**src/hb_types_pkg.sv**
```systemverilog
// shared data types for the h-bridge controller: adc samples, switch commands, lead values
package hb_types_pkg;

   //------------------------------------------------------------
   // tank adc words
   //------------------------------------------------------------
   // two's complement sample, as delivered by the adc with dfs high
   typedef logic signed [13:0] adc_sample_t;

   // offset-binary code for the dac monitor outputs
   typedef logic [13:0] adc_code_t;

   //------------------------------------------------------------
   // bridge and setpoint words
   //------------------------------------------------------------
   // switch bits:
   //   [0] leg 1 high side
   //   [1] leg 2 high side
   //   [2] leg 1 low side
   //   [3] leg 2 low side
   typedef logic [3:0] bridge_cmd_t;

   // lead angle in clock cycles
   typedef logic [4:0] lead_t;

   // index into the dead-time table
   typedef logic [1:0] dt_sel_t;

endpackage

```
**src/hb_params_pkg.sv**
```systemverilog
// converter constants for the h-bridge controller, imported by the rtl blocks that need them
package hb_params_pkg;
   import hb_types_pkg::*;

   //------------------------------------------------------------
   // adc codes
   //------------------------------------------------------------
   localparam adc_sample_t ADC_MIN_CODE = 14'h2000;  // -8192, also the over-range marker
   localparam adc_sample_t ADC_MAX_POS  = 14'h1fff;  // +8191

   // debounce
   localparam int DEBOUNCE_CYCLES = 16;                      // steady cycles before a change
   localparam int DEB_CNT_W       = $clog2(DEBOUNCE_CYCLES); // counts 0 .. 15

   // lead setpoint limits
   localparam lead_t LEAD_MAX  = 5'd31;
   localparam lead_t LEAD_STEP = 5'd1;   // per button press

   //------------------------------------------------------------
   // start-up sequence
   //------------------------------------------------------------
   localparam int BOOT_CYCLES = 10;                    // low sides on, bootstrap charge
   localparam int FORCE_END   = 16;                    // forced sigma=1 until here
   localparam int PHASE_W     = $clog2(FORCE_END + 1); // counter holds FORCE_END

   // dead time, cycles per selector value
   localparam int DT_CNT_W = 4;
   localparam logic [DT_CNT_W-1:0] DEAD_TABLE [4] = '{4'd2, 4'd4, 4'd8, 4'd12};

   //------------------------------------------------------------
   // bridge patterns
   //------------------------------------------------------------
   localparam bridge_cmd_t CMD_BOOT = 4'b1100;  // both low sides
   localparam bridge_cmd_t CMD_POS  = 4'b1001;  // leg 1 high, leg 2 low
   localparam bridge_cmd_t CMD_NEG  = 4'b0110;  // leg 2 high, leg 1 low

endpackage

```
**src/adc_conditioner.sv**
```systemverilog
// registers one tank adc channel with over-range saturation, polarity inversion and dac copy
`timescale 1ns/1ns

module adc_conditioner
   import hb_types_pkg::*, hb_params_pkg::*;
(
   input  logic        ADA_DCO,
   input  logic        i_rst_n,
   input  adc_sample_t i_data,     // raw two's complement code
   input  logic        i_or,       // adc over-range flag
   output adc_sample_t o_sample,   // conditioned sample
   output adc_code_t   o_monitor   // offset-binary copy for the dac
);

   adc_sample_t s_next;

   // polarity is inverted on the current board, so negate
   // -8192 has no positive twin, it maps to full scale either way
   always_comb begin
      if (i_data == ADC_MIN_CODE) begin
         s_next = ADC_MAX_POS;
      end else if (i_or) begin
         s_next = ADC_MIN_CODE;   // any other over-range code pins low
      end else begin
         s_next = -i_data;
      end
   end

   always_ff @(posedge ADA_DCO or negedge i_rst_n) begin
      if (!i_rst_n) begin
         o_sample  <= '0;
         o_monitor <= '0;
      end else begin
         o_sample  <= s_next;
         o_monitor <= {~s_next[13], s_next[12:0]};  // flip sign bit -> offset binary
      end
   end

   // the minimum code only comes out of an over-range sample
   a_min_only_on_or : assert property (
      @(posedge ADA_DCO) disable iff (!i_rst_n)
      (o_sample == ADC_MIN_CODE) |-> $past(i_or)
   );

endmodule

```
**src/input_debounce.sv**
```systemverilog
// debounces the enable switch and the three buttons, one stability counter per input bit
`timescale 1ns/1ns

module input_debounce
   import hb_params_pkg::*;
(
   input  logic       ADA_DCO,
   input  logic       i_rst_n,
   input  logic [3:0] i_raw,    // bit 0 switch, bits 3:1 buttons
   output logic [3:0] o_clean
);

   logic [DEB_CNT_W-1:0] cnt [4];   // cycles the raw bit has differed

   //------------------------------------------------------------
   // per-bit stability counters
   //------------------------------------------------------------
   // a bit that disagrees with its clean value counts up
   // any agreement throws the count away
   always_ff @(posedge ADA_DCO or negedge i_rst_n) begin
      if (!i_rst_n) begin
         o_clean <= '0;
         for (int b = 0; b < 4; b++) begin
            cnt[b] <= '0;
         end
      end else begin
         for (int b = 0; b < 4; b++) begin
            if (i_raw[b] == o_clean[b]) begin
               cnt[b] <= '0;                          // steady, nothing pending
            end else if (cnt[b] == DEB_CNT_W'(DEBOUNCE_CYCLES - 1)) begin
               o_clean[b] <= i_raw[b];                // held long enough, take it
               cnt[b]     <= '0;
            end else begin
               cnt[b] <= cnt[b] + 1'b1;
            end
         end
      end
   end

endmodule

```
**src/lead_setpoint.sv**
```systemverilog
// lead angle setpoint in clock cycles that the debounced reset, up and down buttons move
`timescale 1ns/1ns

module lead_setpoint
   import hb_types_pkg::*, hb_params_pkg::*;
(
   input  logic  ADA_DCO,
   input  logic  i_rst_n,
   input  logic  i_btn_reset,   // debounced levels
   input  logic  i_btn_up,
   input  logic  i_btn_down,
   output lead_t o_lead
);

   logic [2:0] btn_prev;   // {down, up, reset} of last cycle
   logic       rise_reset, rise_up, rise_down;

   // one action per press
   assign rise_reset = i_btn_reset & ~btn_prev[0];
   assign rise_up    = i_btn_up    & ~btn_prev[1];
   assign rise_down  = i_btn_down  & ~btn_prev[2];

   always_ff @(posedge ADA_DCO or negedge i_rst_n) begin
      if (!i_rst_n) begin
         btn_prev <= '0;
         o_lead   <= '0;
      end else begin
         btn_prev <= {i_btn_down, i_btn_up, i_btn_reset};
         // reset wins over up and up over down
         if (rise_reset) begin
            o_lead <= '0;
         end else if (rise_up) begin
            if (o_lead > LEAD_MAX - LEAD_STEP) begin
               o_lead <= LEAD_MAX;               // clamp top
            end else begin
               o_lead <= o_lead + LEAD_STEP;
            end
         end else if (rise_down) begin
            if (o_lead < LEAD_STEP) begin
               o_lead <= '0;                     // clamp bottom
            end else begin
               o_lead <= o_lead - LEAD_STEP;
            end
         end
      end
   end

   // full scale is left only by a reset or down press and never wraps
   a_lead_in_range : assert property (
      @(posedge ADA_DCO) disable iff (!i_rst_n)
      (o_lead == LEAD_MAX) && !rise_reset && !rise_down |=> (o_lead == LEAD_MAX)
   );

endmodule

```
**src/current_commutator.sv**
```systemverilog
// switching law that makes the bridge follow the tank current sign after the lead delay
`timescale 1ns/1ns

module current_commutator
   import hb_types_pkg::*, hb_params_pkg::*;
(
   input  logic        ADA_DCO,
   input  logic        i_rst_n,
   input  adc_sample_t i_current,   // conditioned tank current
   input  lead_t       i_lead,      // flip after lead+1 cycles
   input  logic        i_run,       // supervisor in normal phase
   output bridge_cmd_t o_cmd
);

   logic  sigma;      // 1 in the positive half wave
   logic  cur_pos;    // zero counts as positive
   lead_t dis_cnt;    // cycles the sign has disagreed with sigma

   assign cur_pos = ~i_current[13];

   //------------------------------------------------------------
   // sigma update
   //------------------------------------------------------------
   // sigma flips once the sign has disagreed for lead+1 cycles
   // >= instead of == so a lead lowered mid-count still fires
   always_ff @(posedge ADA_DCO or negedge i_rst_n) begin
      if (!i_rst_n) begin
         sigma   <= 1'b0;
         dis_cnt <= '0;
      end else if (!i_run) begin
         sigma   <= 1'b0;                   // held low outside normal phase
         dis_cnt <= '0;
      end else if (cur_pos == sigma) begin
         dis_cnt <= '0;                     // back in agreement so restart
      end else if (dis_cnt >= i_lead) begin
         sigma   <= cur_pos;                // commutate
         dis_cnt <= '0;
      end else begin
         dis_cnt <= dis_cnt + 1'b1;
      end
   end

   // sigma -> leg pattern
   assign o_cmd = sigma ? CMD_POS : CMD_NEG;

   // a commutation lands on a sign that disagreed for the whole lead
   a_lead_delay : assert property (
      @(posedge ADA_DCO) disable iff (!i_rst_n)
      $past(i_run) && $changed(sigma)
         |-> (sigma == $past(cur_pos)) && ($past(dis_cnt) >= $past(i_lead))
   );

endmodule

```
**src/dead_time.sv**
```systemverilog
// dead-time insertion: each switch turns on only after its command has been high long enough
`timescale 1ns/1ns

module dead_time
   import hb_types_pkg::*, hb_params_pkg::*;
(
   input  logic        ADA_DCO,
   input  logic        i_rst_n,
   input  bridge_cmd_t i_cmd,   // raw command from the switching law
   input  dt_sel_t     i_sel,   // dead-time table index
   output bridge_cmd_t o_cmd    // delayed command
);

   logic [DT_CNT_W-1:0] on_cnt [4];   // cycles each command bit has been high
   logic [DT_CNT_W-1:0] dt_limit;

   // the nth high sample releases the switch
   assign dt_limit = DEAD_TABLE[i_sel] - DT_CNT_W'(1);

   //------------------------------------------------------------
   // per-switch on-delay
   //------------------------------------------------------------
   always_ff @(posedge ADA_DCO or negedge i_rst_n) begin
      if (!i_rst_n) begin
         o_cmd <= '0;
         for (int b = 0; b < 4; b++) begin
            on_cnt[b] <= '0;
         end
      end else begin
         for (int b = 0; b < 4; b++) begin
            if (!i_cmd[b]) begin
               on_cnt[b] <= '0;             // turn-off passes straight through
               o_cmd[b]  <= 1'b0;
            end else if (on_cnt[b] >= dt_limit) begin
               o_cmd[b]  <= 1'b1;           // waited out the dead time
            end else begin
               on_cnt[b] <= on_cnt[b] + 1'b1;
            end
         end
      end
   end

   // a switch never turns on the cycle after its command rose
   a_on_delayed : assert property (
      @(posedge ADA_DCO) disable iff (!i_rst_n)
      $rose(i_cmd[0]) |=> !o_cmd[0]
   );

endmodule

```
**src/bridge_supervisor.sv**
```systemverilog
// start-up sequencing, enable gating and shoot-through guard in front of the four gate drives
`timescale 1ns/1ns

module bridge_supervisor
   import hb_types_pkg::*, hb_params_pkg::*;
(
   input  logic        ADA_DCO,
   input  logic        i_rst_n,
   input  logic        i_enable,   // debounced enable switch
   input  bridge_cmd_t i_cmd,      // dead-timed command
   output logic        o_run,      // high only in the normal phase
   output bridge_cmd_t o_q         // gate drives
);

   logic [PHASE_W-1:0] phase_cnt;   // cycles since enable up to FORCE_END
   logic               in_boot, in_force;
   bridge_cmd_t        q_sel;
   logic               shoot;

   //------------------------------------------------------------
   // phase counter
   //------------------------------------------------------------
   always_ff @(posedge ADA_DCO or negedge i_rst_n) begin
      if (!i_rst_n) begin
         phase_cnt <= '0;
      end else if (!i_enable) begin
         phase_cnt <= '0;                            // restart the sequence on every enable
      end else if (phase_cnt != PHASE_W'(FORCE_END)) begin
         phase_cnt <= phase_cnt + 1'b1;
      end
   end

   assign in_boot  = phase_cnt < PHASE_W'(BOOT_CYCLES);
   assign in_force = phase_cnt < PHASE_W'(FORCE_END);

   // pattern for the current phase
   always_comb begin
      if (!i_enable) begin
         q_sel = '0;
      end else if (in_boot) begin
         q_sel = CMD_BOOT;    // charge bootstrap caps through the low sides
      end else if (in_force) begin
         q_sel = CMD_POS;     // kick the tank with sigma=1
      end else begin
         q_sel = i_cmd;       // normal switching
      end
   end

   // both switches of one leg means a short across the bus
   assign shoot = (q_sel[0] & q_sel[2]) | (q_sel[1] & q_sel[3]);

   //------------------------------------------------------------
   // output registers
   //------------------------------------------------------------
   always_ff @(posedge ADA_DCO or negedge i_rst_n) begin
      if (!i_rst_n) begin
         o_q   <= '0;
         o_run <= 1'b0;
      end else begin
         o_q   <= shoot ? bridge_cmd_t'('0) : q_sel;
         o_run <= i_enable & ~in_force;
      end
   end

   // no phase pattern and no dead-timed command ever puts both switches of a leg on
   a_no_shoot_through : assert property (
      @(posedge ADA_DCO) disable iff (!i_rst_n)
      !shoot
   );

endmodule

```
**src/hbridge_top.sv**
```systemverilog
// top level of the resonant-tank h-bridge controller, connects all blocks to the board pins
`timescale 1ns/1ns

module hbridge_top
   import hb_types_pkg::*;
(
   input  logic        ADA_DCO,      // adc data clock, runs everything
   input  logic        i_rst_n,
   // tank adcs
   input  adc_sample_t i_ada_data,   // channel a, capacitor voltage
   input  logic        i_ada_or,
   input  adc_sample_t i_adb_data,   // channel b, tank current
   input  logic        i_adb_or,
   // user inputs
   input  logic        i_sw,         // converter enable
   input  logic [2:0]  i_button,     // [0] lead reset, [1] up, [2] down
   input  dt_sel_t     i_dt_sel,
   // outputs
   output bridge_cmd_t o_q,          // gate drives
   output adc_code_t   o_da,         // dac monitors
   output adc_code_t   o_db,
   output lead_t       o_lead        // setpoint for the debug display
);

   adc_sample_t i_c;           // conditioned tank current
   logic [3:0]  clean;         // debounced {buttons, switch}
   logic        run;
   bridge_cmd_t cmd_raw, cmd_dt;

   //------------------------------------------------------------
   // adc capture
   //------------------------------------------------------------
   // voltage channel only feeds its monitor
   adc_conditioner i_adc_v (
      .ADA_DCO  (ADA_DCO),
      .i_rst_n  (i_rst_n),
      .i_data   (i_ada_data),
      .i_or     (i_ada_or),
      .o_sample (),
      .o_monitor(o_da)
   );

   adc_conditioner i_adc_i (
      .ADA_DCO  (ADA_DCO),
      .i_rst_n  (i_rst_n),
      .i_data   (i_adb_data),
      .i_or     (i_adb_or),
      .o_sample (i_c),
      .o_monitor(o_db)
   );

   input_debounce i_debounce (
      .ADA_DCO(ADA_DCO),
      .i_rst_n(i_rst_n),
      .i_raw  ({i_button, i_sw}),
      .o_clean(clean)
   );

   lead_setpoint i_lead (
      .ADA_DCO    (ADA_DCO),
      .i_rst_n    (i_rst_n),
      .i_btn_reset(clean[1]),
      .i_btn_up   (clean[2]),
      .i_btn_down (clean[3]),
      .o_lead     (o_lead)
   );

   //------------------------------------------------------------
   // switching path: law -> dead time -> supervisor
   //------------------------------------------------------------
   current_commutator i_commutator (
      .ADA_DCO  (ADA_DCO),
      .i_rst_n  (i_rst_n),
      .i_current(i_c),
      .i_lead   (o_lead),
      .i_run    (run),
      .o_cmd    (cmd_raw)
   );

   dead_time i_dead_time (
      .ADA_DCO(ADA_DCO),
      .i_rst_n(i_rst_n),
      .i_cmd  (cmd_raw),
      .i_sel  (i_dt_sel),
      .o_cmd  (cmd_dt)
   );

   bridge_supervisor i_supervisor (
      .ADA_DCO (ADA_DCO),
      .i_rst_n (i_rst_n),
      .i_enable(clean[0]),
      .i_cmd   (cmd_dt),
      .o_run   (run),
      .o_q     (o_q)
   );

endmodule

```
**config.mk**
```make
export PLATFORM = sky130hd
export DESIGN_NAME = hbridge_top
export DESIGN_NICKNAME = d
export VERILOG_FILES = /design/src/hb_types_pkg.sv /design/src/hb_params_pkg.sv /design/src/adc_conditioner.sv /design/src/input_debounce.sv /design/src/lead_setpoint.sv /design/src/current_commutator.sv /design/src/dead_time.sv /design/src/bridge_supervisor.sv /design/src/hbridge_top.sv
export SDC_FILE = /design/constraint.sdc
export NUM_CORES = 1
export LEC_CHECK = 0
export ABC_AREA = 1
export BUFFER_PORTS_ARGS = -buffer_cell sky130_fd_sc_hd__buf_2
export CORE_ASPECT_RATIO = 1.75
export CORE_MARGIN = 2
export CORE_UTILIZATION = 50
export DETAILED_ROUTE_END_ITERATION = 7
export PLACE_DENSITY = 0.71
export SLEW_MARGIN = 30
export SYNTH_ARGS = -nofsm -noshare
export SYNTH_HDL_FRONTEND = slang
export SYNTH_SLANG_ARGS = --single-unit
```
**constraint.sdc**
```tcl
create_clock -name ADA_DCO -period 3.3 [get_ports ADA_DCO]
set_input_delay 0.66 -clock ADA_DCO [delete_from_list [all_inputs] [get_ports ADA_DCO]]
set_output_delay 0.66 -clock ADA_DCO [all_outputs]
set_load 0.01 [all_outputs]
```
# --- Word-level counts from Yosys, hierarchy flattened ---
# Cells that the tools add are included.
word_totals:
  output_inout_bits: 37
  reg_bits: 106
  in_bits: 38
  wordCells: 148
classes:
  n_bitwise: 19
  order_cmp: 10
  reduce_logical: 6
  n_eq_ne: 23
  n_addsub: 15
  muxes: 49
op_table:
  columns: ["op", "n"]
  rows:
  - ["$mux 4", 23]
  - ["$mux 14", 4]
  - ["$mux 5", 10]
  - ["$add 4x1->4 const B", 8]
  - ["$eq 14x14->1 const B", 2]
  - ["$neg 14->14", 2]
  - ["$ne 2x2->1 const B", 10]
  - ["$eq 4x4->1 const B", 4]
  - ["$ge 4x4->1", 4]
  - ["$add 5x1->5 const B", 3]
  - ["$mux 1", 11]
  - ["$not 1->1", 11]
  - ["$reduce_and 2->1", 5]
  - ["$bmux 4 s2", 1]
  - ["$and 1x1->1", 6]
  - ["$eq 1x1->1", 5]
  - ["$ge 5x5->1", 1]
  - ["$gt 5x5->1 const B", 1]
  - ["$lt 5x1->1 const B", 1]
  - ["$lt 5x4->1 const B", 1]
  - ["$lt 5x5->1 const B", 1]
  - ["$ne 5x5->1 const B", 1]
  - ["$sub 5x1->5 const B", 1]
  - ["$sub 4x1->4 const B", 1]
  - ["5 further kinds", 5]

# --- Longest topological paths before layout ---
# Gate-level depths: netlist (run 1).
depth:
  ltp_word: 8
  depth_mapped: 9
  mapped_depth_nobuf: 9

# --- Cells and area by module ---
# Synthesis (run 1) repeated with hierarchy kept, for this count alone.
hier_totals:
  cells_unflattened: 723
  hier_area_um2: 5713.0
modules_own_cells:
  columns: ["module", "area_each_um2", "cells_each", "seq_area_each_um2", "n_inst"]
  rows:
  - ["adc_conditioner", 943.4, 119, 375.4, 2]
  - ["dead_time", 1386.3, 176, 500.5, 1]
  - ["input_debounce", 908.4, 104, 500.5, 1]
  - ["lead_setpoint", 584.3, 87, 200.2, 1]
  - ["bridge_supervisor", 485.5, 59, 250.2, 1]
  - ["current_commutator", 461.7, 59, 150.1, 1]

# --- Worst setup path before layout (run 1) ---
# OpenSTA, ideal clock, no wires.
synth_timing:
  path_kind: "input-to-reg"
  start: "input i_dt_sel[1]"
  end: "register i_dead_time.on_cnt[13] in the netlist's numbering"
  path_slack_ns: 1.617
  required_time_ns: 3.234
  setup_ns: 0.066
  path_stages: 7
  arrival_ns: 1.617
  path_buffers: 0
  cell_sequence: "nor2_1 -> ha_1 -> a21oi_1 -> o21ai_2 -> nand2_1 -> nand3_1 -> nand2_1"
synth_via:
  elab_chain_cells: 7
synth_rtl:
  columns: ["element", "line", "rtl"]
  rows:
  - ["from (decl)", "hbridge_top.sv:17", "input dt_sel_t i_dt_sel,"]
  - ["$not 2->3 (not written as such)", "dead_time.sv:18", "assign dt_limit = DEAD_TABLE[i_sel] - DT_CNT_W'(1);"]
  - ["$bmux 4 s2", "dead_time.sv:18", null]
  - ["$mux 4 (not written as such) (2 in a row)", "dead_time.sv:18", null]
  - ["$sub 4x1->4", "dead_time.sv:18", null]
  - ["$ge 4x4->1", "dead_time.sv:34", "end else if (on_cnt[b] >= dt_limit) begin"]
  - ["$ne 2x2->1 (no line)", null, null]
  - ["to (signal, indexed assignment)", "dead_time.sv:37", "on_cnt[b] <= on_cnt[b] + 1'b1;"]
  - ["to (decl)", "dead_time.sv:14", "logic [DT_CNT_W-1:0] on_cnt [4];"]
# Every way passes these cells. The select of a mux whose other input is x is not followed.
# A chain may end at the register's enable or synchronous reset.

# --- Final worst setup path (run 1) ---
layout_timing:
  start: "register i_commutator.sigma"
  end: "register i_dead_time.on_cnt[9] in the netlist's numbering"
layout_via:
  elab_chain_cells: 2
  word_cells_on_any_way: 3
  classes_between: "1 x eq/ne; 2 x mux"
layout_rtl:
  columns: ["element", "line", "rtl"]
  rows:
  - ["from (decl)", "current_commutator.sv:15", "logic sigma;"]
  - ["from (signal assigned)", "current_commutator.sv:36", "sigma <= cur_pos;"]
  - ["$mux 4 (*)", "current_commutator.sv:44", "assign o_cmd = sigma ? CMD_POS : CMD_NEG;"]
  - ["$ne 2x2->1 (no line) or $mux 4 (tied branches)", null, null]
# Every way passes the cells marked *; elsewhere a longest branch is shown, timed or not.

==> summary.md, run 1 <==
Synthesis
* dfrtp_1 — library cell with the largest summed area after synthesis
* dfrtp_1 (45%), nand2_1 (8.9%), ha_1 (7.7%) — leading post-synthesis cells by cell area
* 8.334 um2 — syn_area_per_cell
* 0 — YS warnings
* 0 — number of flops mapped to enable cells by yosys
* 695 — synthesized net count
* nand2_1 (124), dfrtp_1 (93), nand3_1 (76), nor2_1 (75), inv_1 (72) — top cell types by occurrence after synthesis
* dfrtp_1 — top flip-flop cell by instance count after synthesis
* 44.68% — sequential area share after synthesis
* 0.005209 mm2 — netlist area before placement
* 93 — Synth Register Bits
* 625 — Mapped Cells
* 35 — Unique masters post-synth
* nand2_1 — cell with the most instances after synthesis
* 100.0% — async set-or-reset flop fraction in the synthesized netlist
* 44.68% — share of Yosys cell area claimed by the top area cell type

Timing
* 51.99% — worst-case headroom to the max-slew limit
* 720.2 ps — transition at the pin with the smallest max-transition slack
* 1488 ps — worst setup margin
* no — setup repair after global routing missed its margin
* 54.90% — post-route fraction of the period consumed by the critical path
* 0 — Setup-failing EPs final
* 0 ps — Final TNS setup
* 0 — number of max-slew violations in the final report
* 551.9 MHz — max frequency
* 1812 ps — final worst path period need
* 0 — hold violation total from the final report
* 8.238 ps — Post-Route Skew

Setup path
* 3570 ps — Worst Path Required
* flip-flop to flip-flop — category of the critical setup timing path
* flip-flop — Worst setup EP type
* 2080 ps — data arrival time of the critical path
* 23 — Max FO, Critical Path
* flip-flop — kind of start point of the critical path

Power
* 3.168 nW — cell leakage power
* 33.15% — switch share
* 0.2809 mV — IR Drop Worst-Case VDD
* 26.0% — part of the total power dissipated in combinational logic
* 29.5% — clock network power share
* 1.059 mW — switching pwr
* 44.5% — sequential fraction of design power
* 542.9 mW/mm2 — power density relative to cell area
* 2.135 mW — cell internal power dissipation

Placed design
* 0.005613 mm2 — dpl cell area
* 74 — count of buffers from port buffering
* 8216 um — Final HPWL DP
* 805 — number of cells in the design after placement
* 0.8392 — Final GP Congestion
* 1283 ps — post-placement worst setup slack

Floorplan
* 81.16 um — Horiz. Die Dim
* 139.0 um — Chip Height
* 0.01128 mm2 — die footprint
* 0.01024 mm2 — area inside the core boundary
* 50.87% — starting utilization of the core area
* 75 — I/O pin count
* 49 — site row count

GRT
* 52 — largest net degree at the start of global routing
* 0 — initial antenna violation count
* 4,315 — vias in the first global route
* 18,410 um — wire length of the first global-routing pass
* 20.50% — global-route usage over all layers
* 0 — GR Overflow Total

Drt
* 10,600 um — Total Wirelength
* 0 — DR DRC count
* 0 — remaining number of nets flagged by the antenna check after routing
* 4,241 — via count
* 5.166 — routed vias/inst
* 12.91 um — average wire per standard cell
* 5 — iteration count of the initial detailed-routing pass
* 224 — number of DRC markers after the initial detailed-route iteration

Clock tree
* 3 — H-tree levels
* clkbuf_16 — root buf cell
* 9 — TritonCTS buffer count
* 0 — total setup buffers inserted after CTS
* 0 — number of resized instances in the post-cts repair step
* 340 ps — Clk Latency, worst-skew pair
* 0 — Hold-fix buffers, CTS
* 93 — number of sinks driven by the clock tree
* done — CTS tree
* 60 ps — Clock transition at path regs
* 2 — Max clock buf depth

Job
* 0 — Max-Cap Viols

Cells and area
* 759 — nets@finish
* 0.005883 mm2 — final std cell area, no fill
* 821 — Cell Count, Final, Fillers Out
* 18.59% — fraction of final layout cells with drive strength greater than 1
* 12.95% — Area Growth Syn to Fin
* 0 — antenna cells

Worst hold path
* input port to asynchronous set/reset pin — Hold Path Class

Outcome
* complete, no violations — run status

[registers in the layout (all words and copies together) (netlist names), 3 cells and up]
name / count
i_supervisor.o_q: 4
i_adc_v.o_monitor: 14
i_debounce.o_clean: 4
i_commutator.dis_cnt: 5
i_dead_time.on_cnt: 16
i_supervisor.phase_cnt: 5
i_dead_time.o_cmd: 4
i_lead.o_lead: 5
i_debounce.cnt: 16
i_lead.btn_prev: 3
i_adc_i.o_sample: 14
[layout by cell type (no fill, tap or decap), types with 2 or more instances in the layout]
cell	count
o21ai_1	2
dfrtp_1	93
o21ai_2	9
a21oi_1	18
clkbuf_1	2
o31ai_1	2
nand2_2	4
inv_2	5
nand3_1	76
o21ai_0	24
nand4_1	9
clkinv_2	3
o211ai_1	2
nand2_1	124
ha_1	32
xnor2_1	16
buf_2	73
xor2_1	14
nand3_4	2
inv_1	72
nor2_2	7
nor2_1	75
clkbuf_16	9
nand2_4	2
nor2_4	5
nand4_2	2
[cell type report]
cell class | instances | area, um2
Clock buffer | 12 | 246.5
Fill cell | 917 | 4355
Multi-Input combinational cell | 432 | 2439
Tap cell | 127 | 158.9
Clock inverter | 4 | 23.77
Inverter | 78 | 295.3
Sequential cell | 93 | 2327
Timing Repair Buffer | 75 | 392.9
[stage by stage]
stage                     power (mW)  hold slack, ps  utilization [%]
after global placement         2.227           402.9            54.82
final                          3.194           306.6            57.46
after global routing           3.429           360.6            57.46
after CTS                      3.239           323.8            57.46
after detailed placement       2.279           419.2            54.82
after floorplan                2.035           364.4                -
[per-layer routing]
metal	track usage [%]	part of all wire, %	vias to the layer above
met1	21.86	38	2014
met3	3.581	3.3	20
met2	37.84	56	82
met4	9.099	2.7	0
met5	0	0	-
li1	-	-	2125
[path summary, 6_finish.rpt]
kind	slack [ps]	from	cells past startpoint	end
max	1490	i_commutator.sigma	4	i_dead_time.on_cnt[9]
min	310	i_rst_n	1	i_lead.btn_prev[0]
max reg2reg	1490	i_commutator.sigma	4	i_dead_time.on_cnt[9]
min reg2reg	430	i_debounce.o_clean[1]	0	i_lead.btn_prev[0]
max in group asynchronous	2320	i_rst_n	2	i_supervisor.o_q[3]
min in group ADA_DCO	430	i_debounce.o_clean[1]	0	i_lead.btn_prev[0]
[critical path: stages, from the launching register on]
cell	delay [ps]
dfrtp_1	800
inv_1	490
nand2_1	260
nand3_1	100
nand2_1	90
[logic make-up (layout without fill, tap and decap cells)]
family | after synthesis | after routing | share of synthesized area (%)
xor gates and xnor gates | 30 | 30 | 5.044
AOI/OAI and AO/OA | 60 | 60 | 6.750
DFF | 93 | 93 | 44.68
muxes | 1 | 1 | 0.2162
buffers and inverters | 100 | 169 | 8.503
and+or+nand+nor | 309 | 309 | 27.12
adders and majority gates | 32 | 32 | 7.687
[power groups by stage]
stage / clock network, mW / logic, mW / registers (mW)
2_1_floorplan: 0 / 0.635 / 1.40
3_3_place_gp: 0 / 0.796 / 1.43
3_5_place_dp: 0 / 0.839 / 1.44
4_1_cts: 0.975 / 0.844 / 1.42
5_1_grt: 1.02 / 0.966 / 1.44
6_report: 0.943 / 0.831 / 1.42
Note: power is estimated with default switching activity, not from simulation.
==> run 2: changes to the inputs <==
--- a/config.mk
+++ b/config.mk
@@ -11,7 +11,7 @@
 export CORE_MARGIN = 2
 export CORE_UTILIZATION = 50
 export DETAILED_ROUTE_END_ITERATION = 7
-export PLACE_DENSITY = 0.71
+export PLACE_DENSITY = 0.74
 export SLEW_MARGIN = 30
 export SYNTH_ARGS = -nofsm -noshare
 export SYNTH_HDL_FRONTEND = slang
==> constraint.sdc (replaced) <==
create_clock -name ADA_DCO -period 1.5 [get_ports ADA_DCO]
set_input_delay 0.3 -clock ADA_DCO [delete_from_list [all_inputs] [get_ports ADA_DCO]]
set_output_delay 0.3 -clock ADA_DCO [all_outputs]
set_load 0.01 [all_outputs]
==> summary.md, run 2 (synthesized netlist as in run 1, its figures left out) <==
Setup path
* 70 ps — reg-to-reg slack, setup, -1420 ps
* flip-flop to flip-flop — category of the critical setup timing path
* 1760 ps — Worst Path Required, -1810 ps
* 1690 ps — data arrival time of the critical path, -390 ps
* i_lead.o_lead[3] — r2r startpoint
* flip-flop — Worst setup EP type
* 7 — Register-to-Register Path Depth, +3
* flip-flop — kind of start point of the critical path
* i_commutator.dis_cnt[2] — worst flop-to-flop path endpoint
* 5 — Max FO, Critical Path, -78%

Drt
* 13.15 um — average wire per standard cell, +1.8%
* 5 — iteration count of the initial detailed-routing pass, unchanged
* 6292 um — Met2 Routed Length, +5.5%
* 4130 um — detailed-route wire length on metal 1, +3.4%
* 11,150 um — Total Wirelength, +5.2%
* 0 — DR DRC count, unchanged
* 4,435 — via count, +4.6%
* 270 — number of DRC markers after the initial detailed-route iteration, +21%
* 0 — remaining number of nets flagged by the antenna check after routing, unchanged
* 5.230 — routed vias/inst, +1.2%
* 477 um — met3 wirelength from detailed routing, +36%
* met4 — highest metal layer used by the detailed router

Floorplan
* 0.01128 mm2 — die footprint, unchanged
* 81.16 um — Horiz. Die Dim, unchanged
* 139.0 um — Chip Height, unchanged
* 49 — site row count, unchanged
* 75 — I/O pin count, unchanged
* 50.87% — starting utilization of the core area, unchanged
* 0.01024 mm2 — area inside the core boundary, unchanged

Power
* 3.349 nW — cell leakage power, +5.7%
* 0.6888 mV — IR Drop Worst-Case VDD, +150%
* 1271 mW/mm2 — power density relative to cell area, +130%

Timing
* 1433 ps — final worst path period need, -378.9 ps
* yes — setup repair after global routing missed its margin
* 0 — hold violation total from the final report, unchanged
* 0 — number of max-slew violations in the final report, unchanged
* 371.2 ps — transition at the pin with the smallest max-transition slack, -349.1 ps
* 0 ps — Final TNS setup, unchanged
* 95.53% — post-route fraction of the period consumed by the critical path, +41 points
* 75.26% — worst-case headroom to the max-slew limit, +23 points
* 0 — Setup-failing EPs final, unchanged
* 4.462 ps — Post-Route Skew, -3.776 ps
* 697.8 MHz — max frequency, +26%

Clock tree
* clkbuf_16 — root buf cell
* 2 — Max clock buf depth, unchanged
* 330 ps — Clk Latency, worst-skew pair, about the same
* 60 ps — Clock transition at path regs, about the same
* 93 — number of sinks driven by the clock tree, unchanged
* 9 — TritonCTS buffer count, unchanged
* 3 — H-tree levels, unchanged
* done — CTS tree

GRT
* 0 — initial antenna violation count, unchanged
* 0 — GR Overflow Total, unchanged
* 21.26% — global-route usage over all layers, +0.76 points
* 33 — largest net degree at the start of global routing, -37%
* 4,476 — vias in the first global route, +3.7%
* 19,180 um — wire length of the first global-routing pass, +4.2%

Cells and area
* 0.002327 mm2 — sequential cell area, unchanged
* nand2_1 (120), dfrtp_1 (93), nor2_1 (75) — commonest cells after routing, fill and taps aside
* nand2_1 — most frequent standard cell in the layout excluding fill and tap cells
* 0 — antenna cells, unchanged
* 24.55% — fraction of final layout cells with drive strength greater than 1, +6.0 points
* 0.002560 mm2 — area occupied by multi-input gates, +5.0%
* 786 — nets@finish, +3.6%
* 61.69% — Layout Utilization, +4.2 points
* i_dead_time.on_cnt x16, i_debounce.cnt x16 — Largest regs
* 848 — Cell Count, Final, Fillers Out, +3.3%
* 859 — Fillers, -6.3%
* 21.26% — Area Growth Syn to Fin

Placed design
* 827 — number of cells in the design after placement, +2.7%
* 0.8238 — Final GP Congestion, -1.8%
* 8355 um — Final HPWL DP, +1.7%
* 74 — count of buffers from port buffering, unchanged

Worst hold path
* input port to flip-flop — Hold Path Class
* i_ada_or — hold wc startpoint
* 2 — number of cells on the worst hold path
* i_adc_v.o_monitor[0] — worst hold endpoint

Outcome
* complete, no violations — run status

Job
* 0 — Max-Cap Viols, unchanged

-- run 2: cell count changes in the layout (fill, tap and decap cells not counted), sizes merged --
cell	delta
buf	+26
bufinv	+4
clkbuf	-2
clkinv	-4
clkinvlp	+2
dlygate4sd3	+1
-- run 2: worst max path at each step --
stage                                 start                      end  depth (start not counted)
floorplan                  i_lead.o_lead[2]  i_commutator.dis_cnt[0]                          8
global placement                i_dt_sel[0]    i_dead_time.on_cnt[1]                          9
detailed placement              i_dt_sel[0]    i_dead_time.on_cnt[3]                          9
CTS                 i_commutator.dis_cnt[2]  i_commutator.dis_cnt[2]                          6
global route               i_lead.o_lead[0]  i_commutator.dis_cnt[4]                          4
finish                     i_lead.o_lead[3]  i_commutator.dis_cnt[2]                          7
-- run 2: cell type report --
cell class | instances | area share, %
tap | 127 | 2.516
timing repair buffer | 102 | 9.667
multi-input combinational | 432 | 40.53
sequential | 93 | 36.85
clock inverter | 6 | 2.139
inverter | 78 | 4.675
clock buffer | 10 | 3.625
-- run 2: critical path, stage by stage, from the launching register on --
cell and delay, ps:
dfrtp_1 400, inv_2 110, ha_4 210, nand2_2 50, nor2_1 40, o211ai_1 120
nand4_1 250, nor2_1 160
-- run 2: metrics by stage --
step	power, mW	hold WS, ps	setup WS (ps)	instance area (um2)
CTS	7.932	174.8	14.13	6176
detailed placement	5.120	242.2	-95.88	5791
global route	8.548	184.9	-56.56	6316
global placement	5.007	243.2	-52.84	5791
floorplan	4.500	4.409	0.1524	5218
finish	8.025	187.5	67.02	6316
-- run 2: what timing repair did --
action                                  4_1_cts  5_1_grt
endpoints found under the setup margin        5       22
endpoints found under the hold margin        24        0
resized for setup                             3       21
pin swaps                                     3       14
setup buffers                                 1        3
hold buffers                                  1        0
-- run 2: layer usage --
layer | vias up | track usage (%)
li1 | 2184 | -
met3 | 18 | 3.841
met5 | - | 0
met1 | 2108 | 23.02
met4 | 0 | 9.010
met2 | 125 | 39.02
-- run 2: where the power goes --
part / total [mW] / switching [mW] / leakage, nW / internal [mW]
Combinational: 2.26 / 1.30 / 1.98 / 0.955
Sequential: 3.05 / 0.253 / 1.20 / 2.79
Clock: 2.72 / 0.924 / 0.169 / 1.80
